File: src/hdl/display_pkg.sv
package display_pkg;

    //////////////////////////////////////////////////
    // screen counters and color

    localparam int hcount_w  = 11;    // 0 at left
    localparam int vcount_w  = 10;    // 0 at top
    localparam int rgb_w     = 12;    // 4 bits per channel

    localparam int num_obj    = 5;    // object slots on screen at once
    localparam int num_hearts = 3;
    localparam int score_max  = 999;  // three digits, larger scores clamp

    //////////////////////////////////////////////////
    // sprite geometry

    // player stays at a fixed column, only y moves
    localparam int char_x = 10;
    localparam int char_w = 45;
    localparam int char_h = 40;

    localparam int coll_w  = 15;
    localparam int coll_h  = 16;
    localparam int shark_w = 40;
    localparam int shark_h = 20;

    // health row in the top left corner
    localparam int heart_y  = 20;
    localparam int heart_w  = 40;
    localparam int heart_h  = 40;
    localparam int heart_x0 = 20;     // left edge of heart 0
    localparam int heart_dx = 60;     // pitch between hearts

    //////////////////////////////////////////////////
    // flat sprite colors

    localparam logic [rgb_w-1:0] color_char        = 12'hFA0;
    localparam logic [rgb_w-1:0] color_coll        = 12'hFF0;
    localparam logic [rgb_w-1:0] color_shark       = 12'h888;
    localparam logic [rgb_w-1:0] color_heart_full  = 12'hF00;
    localparam logic [rgb_w-1:0] color_heart_empty = 12'h444;
    localparam logic [rgb_w-1:0] color_sky         = 12'hBDF;  // above wave
    localparam logic [rgb_w-1:0] color_water       = 12'h00F;  // below wave

    // object kind field, kinds 2 and 3 draw nothing
    localparam logic [1:0] kind_coll  = 2'd0;
    localparam logic [1:0] kind_shark = 2'd1;

    // object slot as the game logic sends it, all zero means empty
    typedef struct packed {
        logic [1:0]          kind;
        logic [hcount_w-1:0] x;
        logic [vcount_w-1:0] y;
    } obj_word_t;

    // a sprite placed for this frame
    typedef struct packed {
        logic                valid;
        logic [hcount_w-1:0] x;  // left edge
        logic [vcount_w-1:0] y;  // top edge
    } place_t;

    typedef struct packed {
        logic [3:0] hundreds;
        logic [3:0] tens;
        logic [3:0] ones;
    } digits_t;

endpackage

File: src/hdl/frame_decode.sv
module frame_decode (
    input  logic                                 vclock,
    input  logic                                 reset,
    input  logic                                 vsync,   // active low
    input  logic [display_pkg::vcount_w-1:0]     p_vpos,  // player top edge
    input  display_pkg::obj_word_t               obj_words [display_pkg::num_obj],
    input  logic [9:0]                           score,
    input  logic [1:0]                           health,
    output display_pkg::place_t                  char_place,
    output display_pkg::place_t                  coll_places [display_pkg::num_obj],
    output display_pkg::place_t                  shark_places [display_pkg::num_obj],
    output logic [display_pkg::num_hearts-1:0]   heart_full,
    output display_pkg::digits_t                 digits
);
    import display_pkg::*;

    logic                  vsync_q;     // vsync one cycle back
    logic                  vsync_fall;
    logic [9:0]            score_c;     // clamped score
    logic [15:0]           hund_prod;
    logic [3:0]            hund;
    logic [6:0]            rem;         // score mod 100
    logic [14:0]           tens_prod;
    logic [3:0]            tens;
    logic [3:0]            ones;
    logic [num_hearts-1:0] fill;

    // frame boundary, first low sample after reset counts too
    assign vsync_fall = ~vsync & vsync_q;

    //////////////////////////////////////////////////
    // score to decimal

    assign score_c = (score > 10'(score_max)) ? 10'(score_max) : score;

    // n*41 >> 12 is floor(n/100) for n up to 999
    assign hund_prod = 16'(score_c) * 16'd41;
    assign hund      = hund_prod[15:12];
    assign rem       = 7'(score_c - hund * 10'd100);

    // r*205 >> 11 is floor(r/10) for r up to 99
    assign tens_prod = 15'(rem) * 15'd205;
    assign tens      = tens_prod[14:11];
    assign ones      = 4'(rem - tens * 7'd10);

    // heart k lit while health > k
    for (genvar k = 0; k < num_hearts; k++) begin : g_fill
        assign fill[k] = health > 2'(k);
    end

    //////////////////////////////////////////////////
    // frame latch

    always_ff @(posedge vclock) begin
        if (reset) begin
            vsync_q          <= 1'b1;
            char_place.valid <= 1'b0;
            heart_full       <= '0;
            digits           <= '0;
            for (int i = 0; i < num_obj; i++) begin
                coll_places[i].valid  <= 1'b0;
                shark_places[i].valid <= 1'b0;
            end
        end else begin
            vsync_q <= vsync;
            if (vsync_fall) begin
                char_place <= '{valid: 1'b1, x: hcount_w'(char_x), y: p_vpos};
                for (int i = 0; i < num_obj; i++) begin
                    // same slot feeds both lists, kind picks at most one
                    coll_places[i].valid  <= (obj_words[i] != '0)
                                             && (obj_words[i].kind == kind_coll);
                    coll_places[i].x      <= obj_words[i].x;
                    coll_places[i].y      <= obj_words[i].y;
                    shark_places[i].valid <= (obj_words[i] != '0)
                                             && (obj_words[i].kind == kind_shark);
                    shark_places[i].x     <= obj_words[i].x;
                    shark_places[i].y     <= obj_words[i].y;
                end
                heart_full <= fill;
                digits     <= '{hundreds: hund, tens: tens, ones: ones};
            end
        end
    end

    // the multiply-shift digit split must land on a decimal digit
    assert property (@(posedge vclock) disable iff (reset)
        vsync_fall |=> (digits.hundreds < 4'd10) && (digits.tens < 4'd10)
                       && (digits.ones < 4'd10));

endmodule

File: src/hdl/sprite_hit_array.sv
module sprite_hit_array #(
    parameter int count = 1,   // sprites in this group
    parameter int spr_w = 8,   // box width in pixels
    parameter int spr_h = 8    // box height in pixels
) (
    input  logic                             vclock,
    input  logic                             reset,
    input  display_pkg::place_t              places [count],
    input  logic [display_pkg::hcount_w-1:0] hcount,
    input  logic [display_pkg::vcount_w-1:0] vcount,
    output logic [count-1:0]                 hits
);
    import display_pkg::*;

    logic [count-1:0] in_box;  // combinational box test per sprite

    //////////////////////////////////////////////////
    // box test, one per placement

    for (genvar i = 0; i < count; i++) begin : g_box
        logic [hcount_w:0] x_end;  // one extra bit, box may run off screen
        logic [vcount_w:0] y_end;
        logic              in_x;
        logic              in_y;

        assign x_end = {1'b0, places[i].x} + (hcount_w + 1)'(spr_w - 1);  // last column
        assign y_end = {1'b0, places[i].y} + (vcount_w + 1)'(spr_h - 1);  // last row

        assign in_x = (hcount >= places[i].x) && ({1'b0, hcount} <= x_end);
        assign in_y = (vcount >= places[i].y) && ({1'b0, vcount} <= y_end);

        assign in_box[i] = places[i].valid && in_x && in_y;
    end

    // one pipeline stage, lines up with the wave compare downstream
    always_ff @(posedge vclock) begin
        if (reset) begin
            hits <= '0;
        end else begin
            hits <= in_box;
        end
    end

endmodule

File: src/hdl/pixel_compose.sv
module pixel_compose (
    input  logic                               vclock,
    input  logic                               reset,
    input  logic                               char_hit,
    input  logic [display_pkg::num_obj-1:0]    coll_hits,
    input  logic [display_pkg::num_obj-1:0]    shark_hits,
    input  logic [display_pkg::num_hearts-1:0] heart_hits,
    input  logic [display_pkg::num_hearts-1:0] heart_full,
    input  logic [display_pkg::vcount_w-1:0]   vcount,
    input  logic [display_pkg::vcount_w-1:0]   wave_prof,  // wave height at this column
    output logic [display_pkg::rgb_w-1:0]      rgb
);
    import display_pkg::*;

    logic             above_q;      // pixel at or above the wave line
    logic             primed;       // first stage holds a real pixel
    logic [rgb_w-1:0] heart_color;
    logic [rgb_w-1:0] color_next;

    //////////////////////////////////////////////////
    // stage 1, same edge as the sprite hits

    always_ff @(posedge vclock) begin
        if (reset) begin
            primed <= 1'b0;
        end else begin
            primed <= 1'b1;
        end
    end

    always_ff @(posedge vclock) begin
        above_q <= (vcount <= wave_prof);  // smaller vcount is higher on screen
    end

    //////////////////////////////////////////////////
    // stage 2, priority pick

    // lowest heart index wins where boxes touch
    always_comb begin
        heart_color = color_heart_empty;
        for (int k = num_hearts - 1; k >= 0; k--) begin
            if (heart_hits[k]) begin
                heart_color = heart_full[k] ? color_heart_full : color_heart_empty;
            end
        end
    end

    always_comb begin
        if (char_hit) begin
            color_next = color_char;        // player always on top
        end else if (|coll_hits) begin
            color_next = color_coll;
        end else if (|shark_hits) begin
            color_next = color_shark;
        end else if (|heart_hits) begin
            color_next = heart_color;       // hud under the objects
        end else if (above_q) begin
            color_next = color_sky;
        end else begin
            color_next = color_water;
        end
    end

    always_ff @(posedge vclock) begin
        if (reset) begin
            rgb <= '0;                      // black while the pipe refills
        end else begin
            rgb <= primed ? color_next : '0;
        end
    end

    // black output for the first pixel once reset lets go
    assert property (@(posedge vclock) $fell(reset) |=> (rgb == '0));

endmodule

File: src/hdl/display_top.sv
module display_top (
    input  logic                             vclock,
    input  logic                             reset,
    input  logic                             vsync,      // active low
    input  logic [display_pkg::hcount_w-1:0] hcount,
    input  logic [display_pkg::vcount_w-1:0] vcount,
    input  logic [display_pkg::vcount_w-1:0] wave_prof,
    input  logic [display_pkg::vcount_w-1:0] p_vpos,
    input  display_pkg::obj_word_t           obj_words [display_pkg::num_obj],
    input  logic [9:0]                       score,
    input  logic [1:0]                       health,
    output logic [display_pkg::rgb_w-1:0]    rgb,
    output display_pkg::digits_t             digits
);
    import display_pkg::*;

    place_t                char_places [1];         // single player sprite
    place_t                coll_places [num_obj];
    place_t                shark_places [num_obj];
    place_t                heart_places [num_hearts];
    logic [num_hearts-1:0] heart_full;
    logic                  char_hit;
    logic [num_obj-1:0]    coll_hit;
    logic [num_obj-1:0]    shark_hit;
    logic [num_hearts-1:0] heart_hit;

    // hearts never move
    for (genvar k = 0; k < num_hearts; k++) begin : g_heart
        assign heart_places[k] = '{valid: 1'b1,
                                   x: hcount_w'(heart_x0 + k * heart_dx),
                                   y: vcount_w'(heart_y)};
    end

    //////////////////////////////////////////////////
    // frame decode

    frame_decode decode (
        .vclock(vclock), .reset(reset), .vsync(vsync),
        .p_vpos(p_vpos), .obj_words(obj_words), .score(score), .health(health),
        .char_place(char_places[0]), .coll_places(coll_places),
        .shark_places(shark_places), .heart_full(heart_full), .digits(digits)
    );

    //////////////////////////////////////////////////
    // hit tests, one group per sprite size

    sprite_hit_array #(.count(1), .spr_w(char_w), .spr_h(char_h)) char_hits (
        .vclock(vclock), .reset(reset), .places(char_places),
        .hcount(hcount), .vcount(vcount), .hits(char_hit)
    );

    sprite_hit_array #(.count(num_obj), .spr_w(coll_w), .spr_h(coll_h)) coll_hits (
        .vclock(vclock), .reset(reset), .places(coll_places),
        .hcount(hcount), .vcount(vcount), .hits(coll_hit)
    );

    sprite_hit_array #(.count(num_obj), .spr_w(shark_w), .spr_h(shark_h)) shark_hits (
        .vclock(vclock), .reset(reset), .places(shark_places),
        .hcount(hcount), .vcount(vcount), .hits(shark_hit)
    );

    sprite_hit_array #(.count(num_hearts), .spr_w(heart_w), .spr_h(heart_h)) heart_hits (
        .vclock(vclock), .reset(reset), .places(heart_places),
        .hcount(hcount), .vcount(vcount), .hits(heart_hit)
    );

    // final color, two clocks after the pixel counters
    pixel_compose compose (
        .vclock(vclock), .reset(reset),
        .char_hit(char_hit), .coll_hits(coll_hit), .shark_hits(shark_hit),
        .heart_hits(heart_hit), .heart_full(heart_full),
        .vcount(vcount), .wave_prof(wave_prof), .rgb(rgb)
    );

endmodule

File: config.mk
export PLATFORM = sky130hd
export DESIGN_NAME = display_top
export DESIGN_NICKNAME = d
export VERILOG_FILES = /design/src/hdl/display_pkg.sv /design/src/hdl/frame_decode.sv /design/src/hdl/sprite_hit_array.sv /design/src/hdl/pixel_compose.sv /design/src/hdl/display_top.sv
export SDC_FILE = /design/constraint.sdc
export NUM_CORES = 1
export LEC_CHECK = 0
export BUFFER_PORTS_ARGS = -buffer_cell sky130_fd_sc_hd__clkbuf_2
export CAP_MARGIN = 25
export CORE_UTILIZATION = 30
export CTS_CLUSTER_SIZE = 30
export DETAILED_ROUTE_END_ITERATION = 8
export PLACE_DENSITY = 0.46
export SYNTH_ARGS = -nofsm -noshare
export SYNTH_HDL_FRONTEND = slang
export SYNTH_SLANG_ARGS = --single-unit
File: constraint.sdc
create_clock -name vclock -period 12.69 [get_ports vclock]
set_clock_uncertainty 0.05 [all_clocks]
set_input_delay 0.6345 -clock vclock [delete_from_list [all_inputs] [get_ports vclock]]
set_output_delay 0.6345 -clock vclock [all_outputs]
set_load 0.01 [all_outputs]
-- Word-level counts from Yosys, hierarchy flattened
Cells that the tools add are included.
- add/subtract/negate cells: 23
- $mul: 4
- order comparisons: 47
- eq/ne operators: 5
- multiplexer cells: 13
- bitwise gates (word level): 4
- reduce and logical (&&, ||, !) cells: 79
- operator list (cell ; number):
    2-to-1 mux 12 bit ; 11
    <= comparator 10 x 11 -> 1 bit ; 11
    <= comparator 11 x 12 -> 1 bit ; 10
    nonzero test 23 bit ; 5
    logical AND 1 bit ; 61
    adder 11 x 4 -> 12 bit, second input constant ; 5
    adder 11 x 6 -> 12 bit, second input constant ; 5
    greater-or-equal comparator 10 bit ; 6
    adder 10 x 4 -> 11 bit, second input constant ; 5
    adder 10 x 5 -> 11 bit, second input constant ; 5
    greater-or-equal comparator 11 bit ; 5
    <= comparator 11 x 6 -> 1 bit, second input constant ; 2
    multiplier 10 x 6 -> 16 bit, second input constant ; 1
    multiplier 7 x 8 -> 15 bit, second input constant ; 1
    OR reduction 13 bit ; 1
    adder 10 x 6 -> 11 bit, second input constant ; 1
    greater-or-equal comparator 11 x 4 -> 1 bit, second input constant ; 1
    greater-or-equal comparator 11 x 5 -> 1 bit, second input constant ; 1
    greater-or-equal comparator 11 x 7 -> 1 bit, second input constant ; 1
    greater-or-equal comparator 11 x 8 -> 1 bit, second input constant ; 1
    <= comparator 11 x 7 -> 1 bit, second input constant ; 1
    <= comparator 11 x 8 -> 1 bit, second input constant ; 1
    equality test 2 x 1 -> 1 bit, second input constant ; 5
    greater-or-equal comparator 10 x 5 -> 1 bit, second input constant ; 1
    other kinds (19) ; 28
- register bits: 170
- bits of input ports: 171
- output and inout port bits: 24

-- Depth between registers and ports, before layout
- depth after elaboration: 8
- depth in mapped cells: 44
- depth with buffers taken out: 44

-- By module
A second synthesis with hierarchy kept.
- cells, all modules: 2980
- area total of the unflattened synthesis: 25956.1 um2
- modules (own cells, without submodules) (module ; instances ; cells an instance ; area an instance (um2) ; sequential area each (um2)):
    frame_decode ; 1 ; 602 ; 7478.4 ; 3993.8
    sprite_hit_array (shark_hits) ; 1 ; 835 ; 6413.7 ; 100.1
    sprite_hit_array (coll_hits) ; 1 ; 806 ; 6229.7 ; 100.1
    sprite_hit_array (heart_hits) ; 1 ; 495 ; 3866.2 ; 60.1
    sprite_hit_array (char_hits) ; 1 ; 162 ; 1256.2 ; 20.0
    pixel_compose ; 1 ; 78 ; 704.4 ; 240.2
    display_top ; 1 ; 2 ; 7.5 ; 0.0

-- Worst setup path before layout
Ideal clock, no wire load.
- path type: input to register
- start point: input port score[4]
- end point: register decode.digits[3] (netlist name)
- arrival: 8927 ps
- required time: 12565 ps
- setup slack: 3639 ps
- cell stages on the path: 40
- cell sequence: or2_0 > nor2b_2 > or2_2 > ha_1 > inv_1 > fa_1 > inv_1 > ha_1 > ha_1 > nand4_1 > nor2_1 > a221o_1 > a21oi_2 > o31a_2 > o21bai_1 > xor2_1 > ha_1 > inv_1 > (+4 left out) > ha_1 > ha_1 > fa_1 > inv_1 > fa_1 > inv_1 > ha_1 > nand4_1 > nor3_1 > a211oi_4 > nor2b_2 > o21a_1 > nor2_1 > fa_1 > xnor2_1 > xnor2_1 > or3_1 > nand3_1
- cells in the longest elaborated chain, start to end: 8
- ends and longest elaborated chain (element ; line ; text):
    start, declared ; display_top.sv:10 ; input logic [9:0] score,
    greater-than comparator 10 bit ; frame_decode.sv:34 ; assign score_c = (score > 10'(score_max)) ? 10'(score_max) : score;
    2-to-1 mux 10 bit (*) ; frame_decode.sv:34 ;
    multiplier 10 x 6 -> 16 bit (*) ; frame_decode.sv:37 ; assign hund_prod = 16'(score_c) * 16'd41;
    named net decode.hund_prod[15] ; frame_decode.sv:20 ; logic [15:0] hund_prod;
    multiplier 4 x 5 -> 5 bit (*) ; frame_decode.sv:39 ; assign rem = 7'(score_c - hund * 10'd100);
    subtractor 7 bit (*) ; frame_decode.sv:39 ;
    multiplier 7 x 8 -> 15 bit (*) ; frame_decode.sv:42 ; assign tens_prod = 15'(rem) * 15'd205;
    named net decode.tens_prod[12] ; frame_decode.sv:23 ; logic [14:0] tens_prod;
    multiplier 4 x 3 -> 3 bit (*) ; frame_decode.sv:44 ; assign ones = 4'(rem - tens * 7'd10);
    subtractor 4 bit (*) ; frame_decode.sv:44 ;
The timed path passes the listed nets; every way through them passes the cells marked *.
A chain may end at the register's enable or synchronous reset.

-- Worst setup path after layout
- start point: input port score[8]
- end point: register decode.digits[3] (netlist name)
- cells in the longest elaborated chain, start to end: 8
- ends and longest elaborated chain (element ; line):
    greater-than comparator 10 bit ; frame_decode.sv:34
    2-to-1 mux 10 bit (*) ; frame_decode.sv:34
    multiplier 10 x 6 -> 16 bit (*) ; frame_decode.sv:37
    named net decode.hund_prod[15] ; frame_decode.sv:20
    multiplier 4 x 5 -> 5 bit (*) ; frame_decode.sv:39
    subtractor 7 bit (*) ; frame_decode.sv:39
    multiplier 7 x 8 -> 15 bit (*) ; frame_decode.sv:42
    named net decode.tens_prod[12] ; frame_decode.sv:23
    multiplier 4 x 3 -> 3 bit (*) ; frame_decode.sv:44
    subtractor 4 bit (*) ; frame_decode.sv:44
Marks and branches as above.

==> results.txt <==
The critical path starts at score[8]. For the effective utilization at floorplan, the log shows 30.6%. Detailed routing inserted a total of 14900 vias. The pin count of the biggest net entering global routing is 65, and the core footprint is 58200 um2.

For this run, design rule violations remaining after detail routing come to 0. Cells with a size suffix above 1 make up 12.2% of the layout. For the number of antenna violations at the first check in global routing, the log shows 5. For the number of buffers on the longest clock path, the log shows 2. Compared with the post-synthesis result, the final layout area differs by 14.5%. The class of the tightest hold or removal check is primary input to register. The tools report the total power after layout as 3.16 mW.

The first global-routing pass estimated 84300 um of wire. The total of flip-flops plus latches after synthesis was 168. For the pin with the worst max-slew slack, the measured transition is 0.943 ns.

The worst voltage drop across the vdd grid was 0.274 mV; the maximum fanout count along the critical path was 5. Number of endpoints failing setup at the final stage: 0. For the number of placement rows, the log shows 88. The count of distinct cell types in the synthesized netlist was 71; the number of global-route vias before repair was 14900.

Sequential elements use 25.3% of the synthesized area. The dominant cell type by count on the critical path is sky130_fd_sc_hd__ha_1. A synthesized cell averages 9.25 um2. The floorplan die area is 60400 um2, and the number of placed I/O pins is 195.

The worst setup path is of the primary input to register kind. The logs give 5 for the number of detailed-route iterations in the first pass and 4510 um2 for the area taken by flip-flops and latches. The synthesized instance count is 1926, and the peak per-stage delay on the critical path is 0.53 ns. The most frequently used flop master after synthesis is sky130_fd_sc_hd__edfxtp_1. For the relative slew slack, the log shows 37.0%.

Data on the critical path is required at its endpoint by 13.09 ns. STA classifies the critical path endpoint as a register. The die is 246 um tall. The highest signal layer in the routed design was met5.

In the synthesized netlist the async set-or-reset flop fraction comes to 0%. Routability-driven placement finished with a final weighted congestion of 0.883. Setup total negative slack on the finished layout was measured at 0 ns. Hold repair after CTS inserted 0 buffers. For this run, the top clock speed supported by timing is 0.109 GHz. For the insertion delay to the later sink of the worst-skew pair, the log shows 0.51 ns. The net count of the finished layout is 2744. The power per cell area works out to 155 nW/um2.

Summed over all nets, the half-perimeter wirelength after detailed placement is 42700 um. Of all cell types, the one taking the most synthesized area is sky130_fd_sc_hd__ha_1. Measured along the x axis, the die boundary spans 246 um.

The synthesized design devotes to its leading area cell type 29.6% of total area. In the final routing, the length of wire on met1 measures 25200 um. For the count of final max-slew check failures, the log shows 0. The startpoint identified for the worst register-to-register timing path is decode.coll_places[33]$_DFFE_PP_. The residual overflow from global routing was 0.

The slowest stage of the critical path belongs to the cell sky130_fd_sc_hd__fa_1. The number of gates resized after CTS was 0. The number of warnings printed during yosys synthesis came out at 0. The first routing iteration left 659 violations. Once detail routing completed, the nets flagged for antenna violations numbered 0. The total wire length after detailed routing is 54900 um, and the total CTS buffers is 17. The clock drives 168 sinks.

After detailed routing, the average wire length per cell comes to 18.8 um. Detailed routing placed a total of 26000 um of wire on met2. The smallest clock period supported by the final layout is computed as 9.15 ns. TritonCTS built the clock tree. The number of setup buffers added after CTS is 0.

The count of fill cells added during filler insertion was 6002; the number of buffers inserted by port buffering was 194. In this run the most critical hold path is launched from p_vpos[5]. The leakage dissipation was 9.26 nW; the routed length on met3 was 2240 um. Counting flops with a built-in enable in the synthesized netlist gives 115. Clock-pin slew was measured on the worst setup and hold paths at 0.07 ns. The tools report the final number of hold-violating endpoints as 0. Global routing used 18.5% of the available tracks across all layers. The final period utilization is 72.1%. The combined area of all synthesized cells is 17800 um2. The H-tree generated during clock tree synthesis spans 4 levels. The vias per cell works out to 5.09. The number of nets handed over by synthesis was 2533. The run finished with clean final reports. Setup repair after global routing left no endpoint under its margin.

The tool flagged a number of max-cap violations equal to 0. Summing all multi-input logic gate instances after layout gives 12500 um2. The tools report the type of origin of the critical path as a primary input.

For the worst setup path, the data arrival time is 9.55 ns. Ranked by total cell area, the synthesized netlist is headed by sky130_fd_sc_hd__ha_1 (30%), sky130_fd_sc_hd__edfxtp_1 (19%), sky130_fd_sc_hd__xnor2_1 (8.5%). Among all cell types in the netlist, the one instantiated most often is sky130_fd_sc_hd__ha_1. The root buffer cell is sky130_fd_sc_hd__clkbuf_16.

The commonest cells after synthesis are sky130_fd_sc_hd__ha_1 (422), sky130_fd_sc_hd__inv_1 (188), sky130_fd_sc_hd__xnor2_1 (172).
==> final cells by class <==
type	instances	area share, %
multi-input combinational	1550	61.3
sequential	168	22.1
timing repair buffer	210	5.35
tap	765	4.69
inverter	190	3.51
clock buffer	19	2.33
clock inverter	13	0.625
antenna	3	0.0368
==> report_power, final <==
group | switching [mW] | leakage [nW] | internal [mW]
sequential | 0.0273 | 1.50 | 0.621
clock | 0.262 | 0.288 | 0.282
combinational | 1.08 | 7.47 | 0.891
total | 1.37 | 9.26 | 1.79
==> per-stage QoR <==
| step | std cells | hold WS, ns | utilization (%) | setup slack, ns | cell area (um2) |
|---|---|---|---|---|---|
| 6_report | 2918 | 0.260 | 35.0 | 3.54 | 20400 |
| 3_3_place_gp | 2883 | 0.403 | 34.0 | 3.11 | 19800 |
| 5_1_grt | 2915 | 0.234 | 35.0 | 2.91 | 20400 |
| 2_1_floorplan | 1926 | 0.366 | - | 3.64 | 17800 |
| 3_5_place_dp | 2883 | 0.401 | 34.0 | 2.95 | 19800 |
| 4_1_cts | 2915 | 0.222 | 35.0 | 3.49 | 20400 |
==> registers in the layout, indices dropped and copies added (netlist names) <==
register and count:
decode.heart_full 3, decode.coll_places 110, heart_hits.hits 3, compose.above_q 1, decode.shark_places 5, decode.vsync_q 1, decode.digits 12, shark_hits.hits 5
char_hits.hits 1, compose.rgb 10, coll_hits.hits 5, decode.char_place 11, compose.primed 1
==> cell families after synthesis <==
family | Yosys count | synth area share, %
XOR/XNOR | 184 | 9.20
buffers and inverters | 208 | 4.46
adder cells (fa/ha/maj) | 437 | 31.3
AO/OA/AOI/OAI | 407 | 14.9
flip-flops | 168 | 25.3
AND/OR/NAND/NOR | 522 | 14.8
==> final timing paths <==
check | end | slack (ns) | depth (start not counted)
hold reg to reg | decode.digits[8]$_SDFFE_PP0P_ | 0.41 | 2
hold / removal | decode.char_place[5]$_DFFE_PP_ | 0.26 | 1
setup / recovery | decode.digits[3]$_SDFFE_PP0P_ | 3.54 | 42
setup reg to reg | shark_hits.hits[3]$_SDFF_PP0_ | 9.15 | 11
==> layer usage <==
metal | GRT usage, % | up-vias
li1 | - | 7523
met1 | 23.4 | 6985
met2 | 31.4 | 280
met3 | 3.39 | 70
met4 | 6.45 | 6
met5 | 0 | -
==> critical path, delay by kind of cell <==
family                     cells  cell delay (ns)
adders and majority gates     12             4.23
and+or+nand+nor               13             2.14
AOI/OAI and AO/OA              7             1.38
xor gates and xnor gates       4             0.81
buffers and inverters          6             0.35
==> layout by cell type (no fill, tap or decap), types with 4 or more instances in the layout <==
| cell type | instances |
|---|---|
| sky130_fd_sc_hd__ha_1 | 422 |
| sky130_fd_sc_hd__clkbuf_2 | 194 |
| sky130_fd_sc_hd__inv_1 | 187 |
| sky130_fd_sc_hd__xnor2_1 | 172 |
| sky130_fd_sc_hd__nand2_1 | 131 |
| sky130_fd_sc_hd__edfxtp_1 | 115 |
| sky130_fd_sc_hd__nor2_1 | 101 |
| sky130_fd_sc_hd__a21oi_1 | 97 |
| sky130_fd_sc_hd__o21ai_0 | 79 |
| sky130_fd_sc_hd__nand4_1 | 65 |
| sky130_fd_sc_hd__o21a_1 | 58 |
| sky130_fd_sc_hd__dfxtp_1 | 53 |
| sky130_fd_sc_hd__nor3_1 | 47 |
| sky130_fd_sc_hd__a21o_1 | 39 |
| sky130_fd_sc_hd__nand3_1 | 34 |
| sky130_fd_sc_hd__nor4_1 | 32 |
| sky130_fd_sc_hd__nor2b_1 | 22 |
| sky130_fd_sc_hd__nand2b_1 | 20 |
| sky130_fd_sc_hd__or3_1 | 20 |
| sky130_fd_sc_hd__a211oi_1 | 19 |
| sky130_fd_sc_hd__clkbuf_16 | 19 |
| sky130_fd_sc_hd__o22ai_1 | 18 |
| sky130_fd_sc_hd__buf_4 | 16 |
| sky130_fd_sc_hd__a31oi_1 | 15 |
| sky130_fd_sc_hd__and3_1 | 14 |
| sky130_fd_sc_hd__fa_1 | 14 |
| sky130_fd_sc_hd__o211ai_1 | 12 |
| sky130_fd_sc_hd__a2111oi_0 | 11 |
| sky130_fd_sc_hd__a21boi_0 | 10 |
| sky130_fd_sc_hd__xor2_1 | 9 |
| sky130_fd_sc_hd__or4_1 | 8 |
| sky130_fd_sc_hd__nand4b_1 | 7 |
| sky130_fd_sc_hd__or2_2 | 6 |
| sky130_fd_sc_hd__o221ai_1 | 6 |
| sky130_fd_sc_hd__o21bai_1 | 5 |
| sky130_fd_sc_hd__o32ai_1 | 5 |
| sky130_fd_sc_hd__o31ai_1 | 4 |
| sky130_fd_sc_hd__a211o_1 | 4 |
| sky130_fd_sc_hd__o311ai_0 | 4 |
| sky130_fd_sc_hd__inv_8 | 4 |
Note: power is estimated with default switching activity, not from simulation.
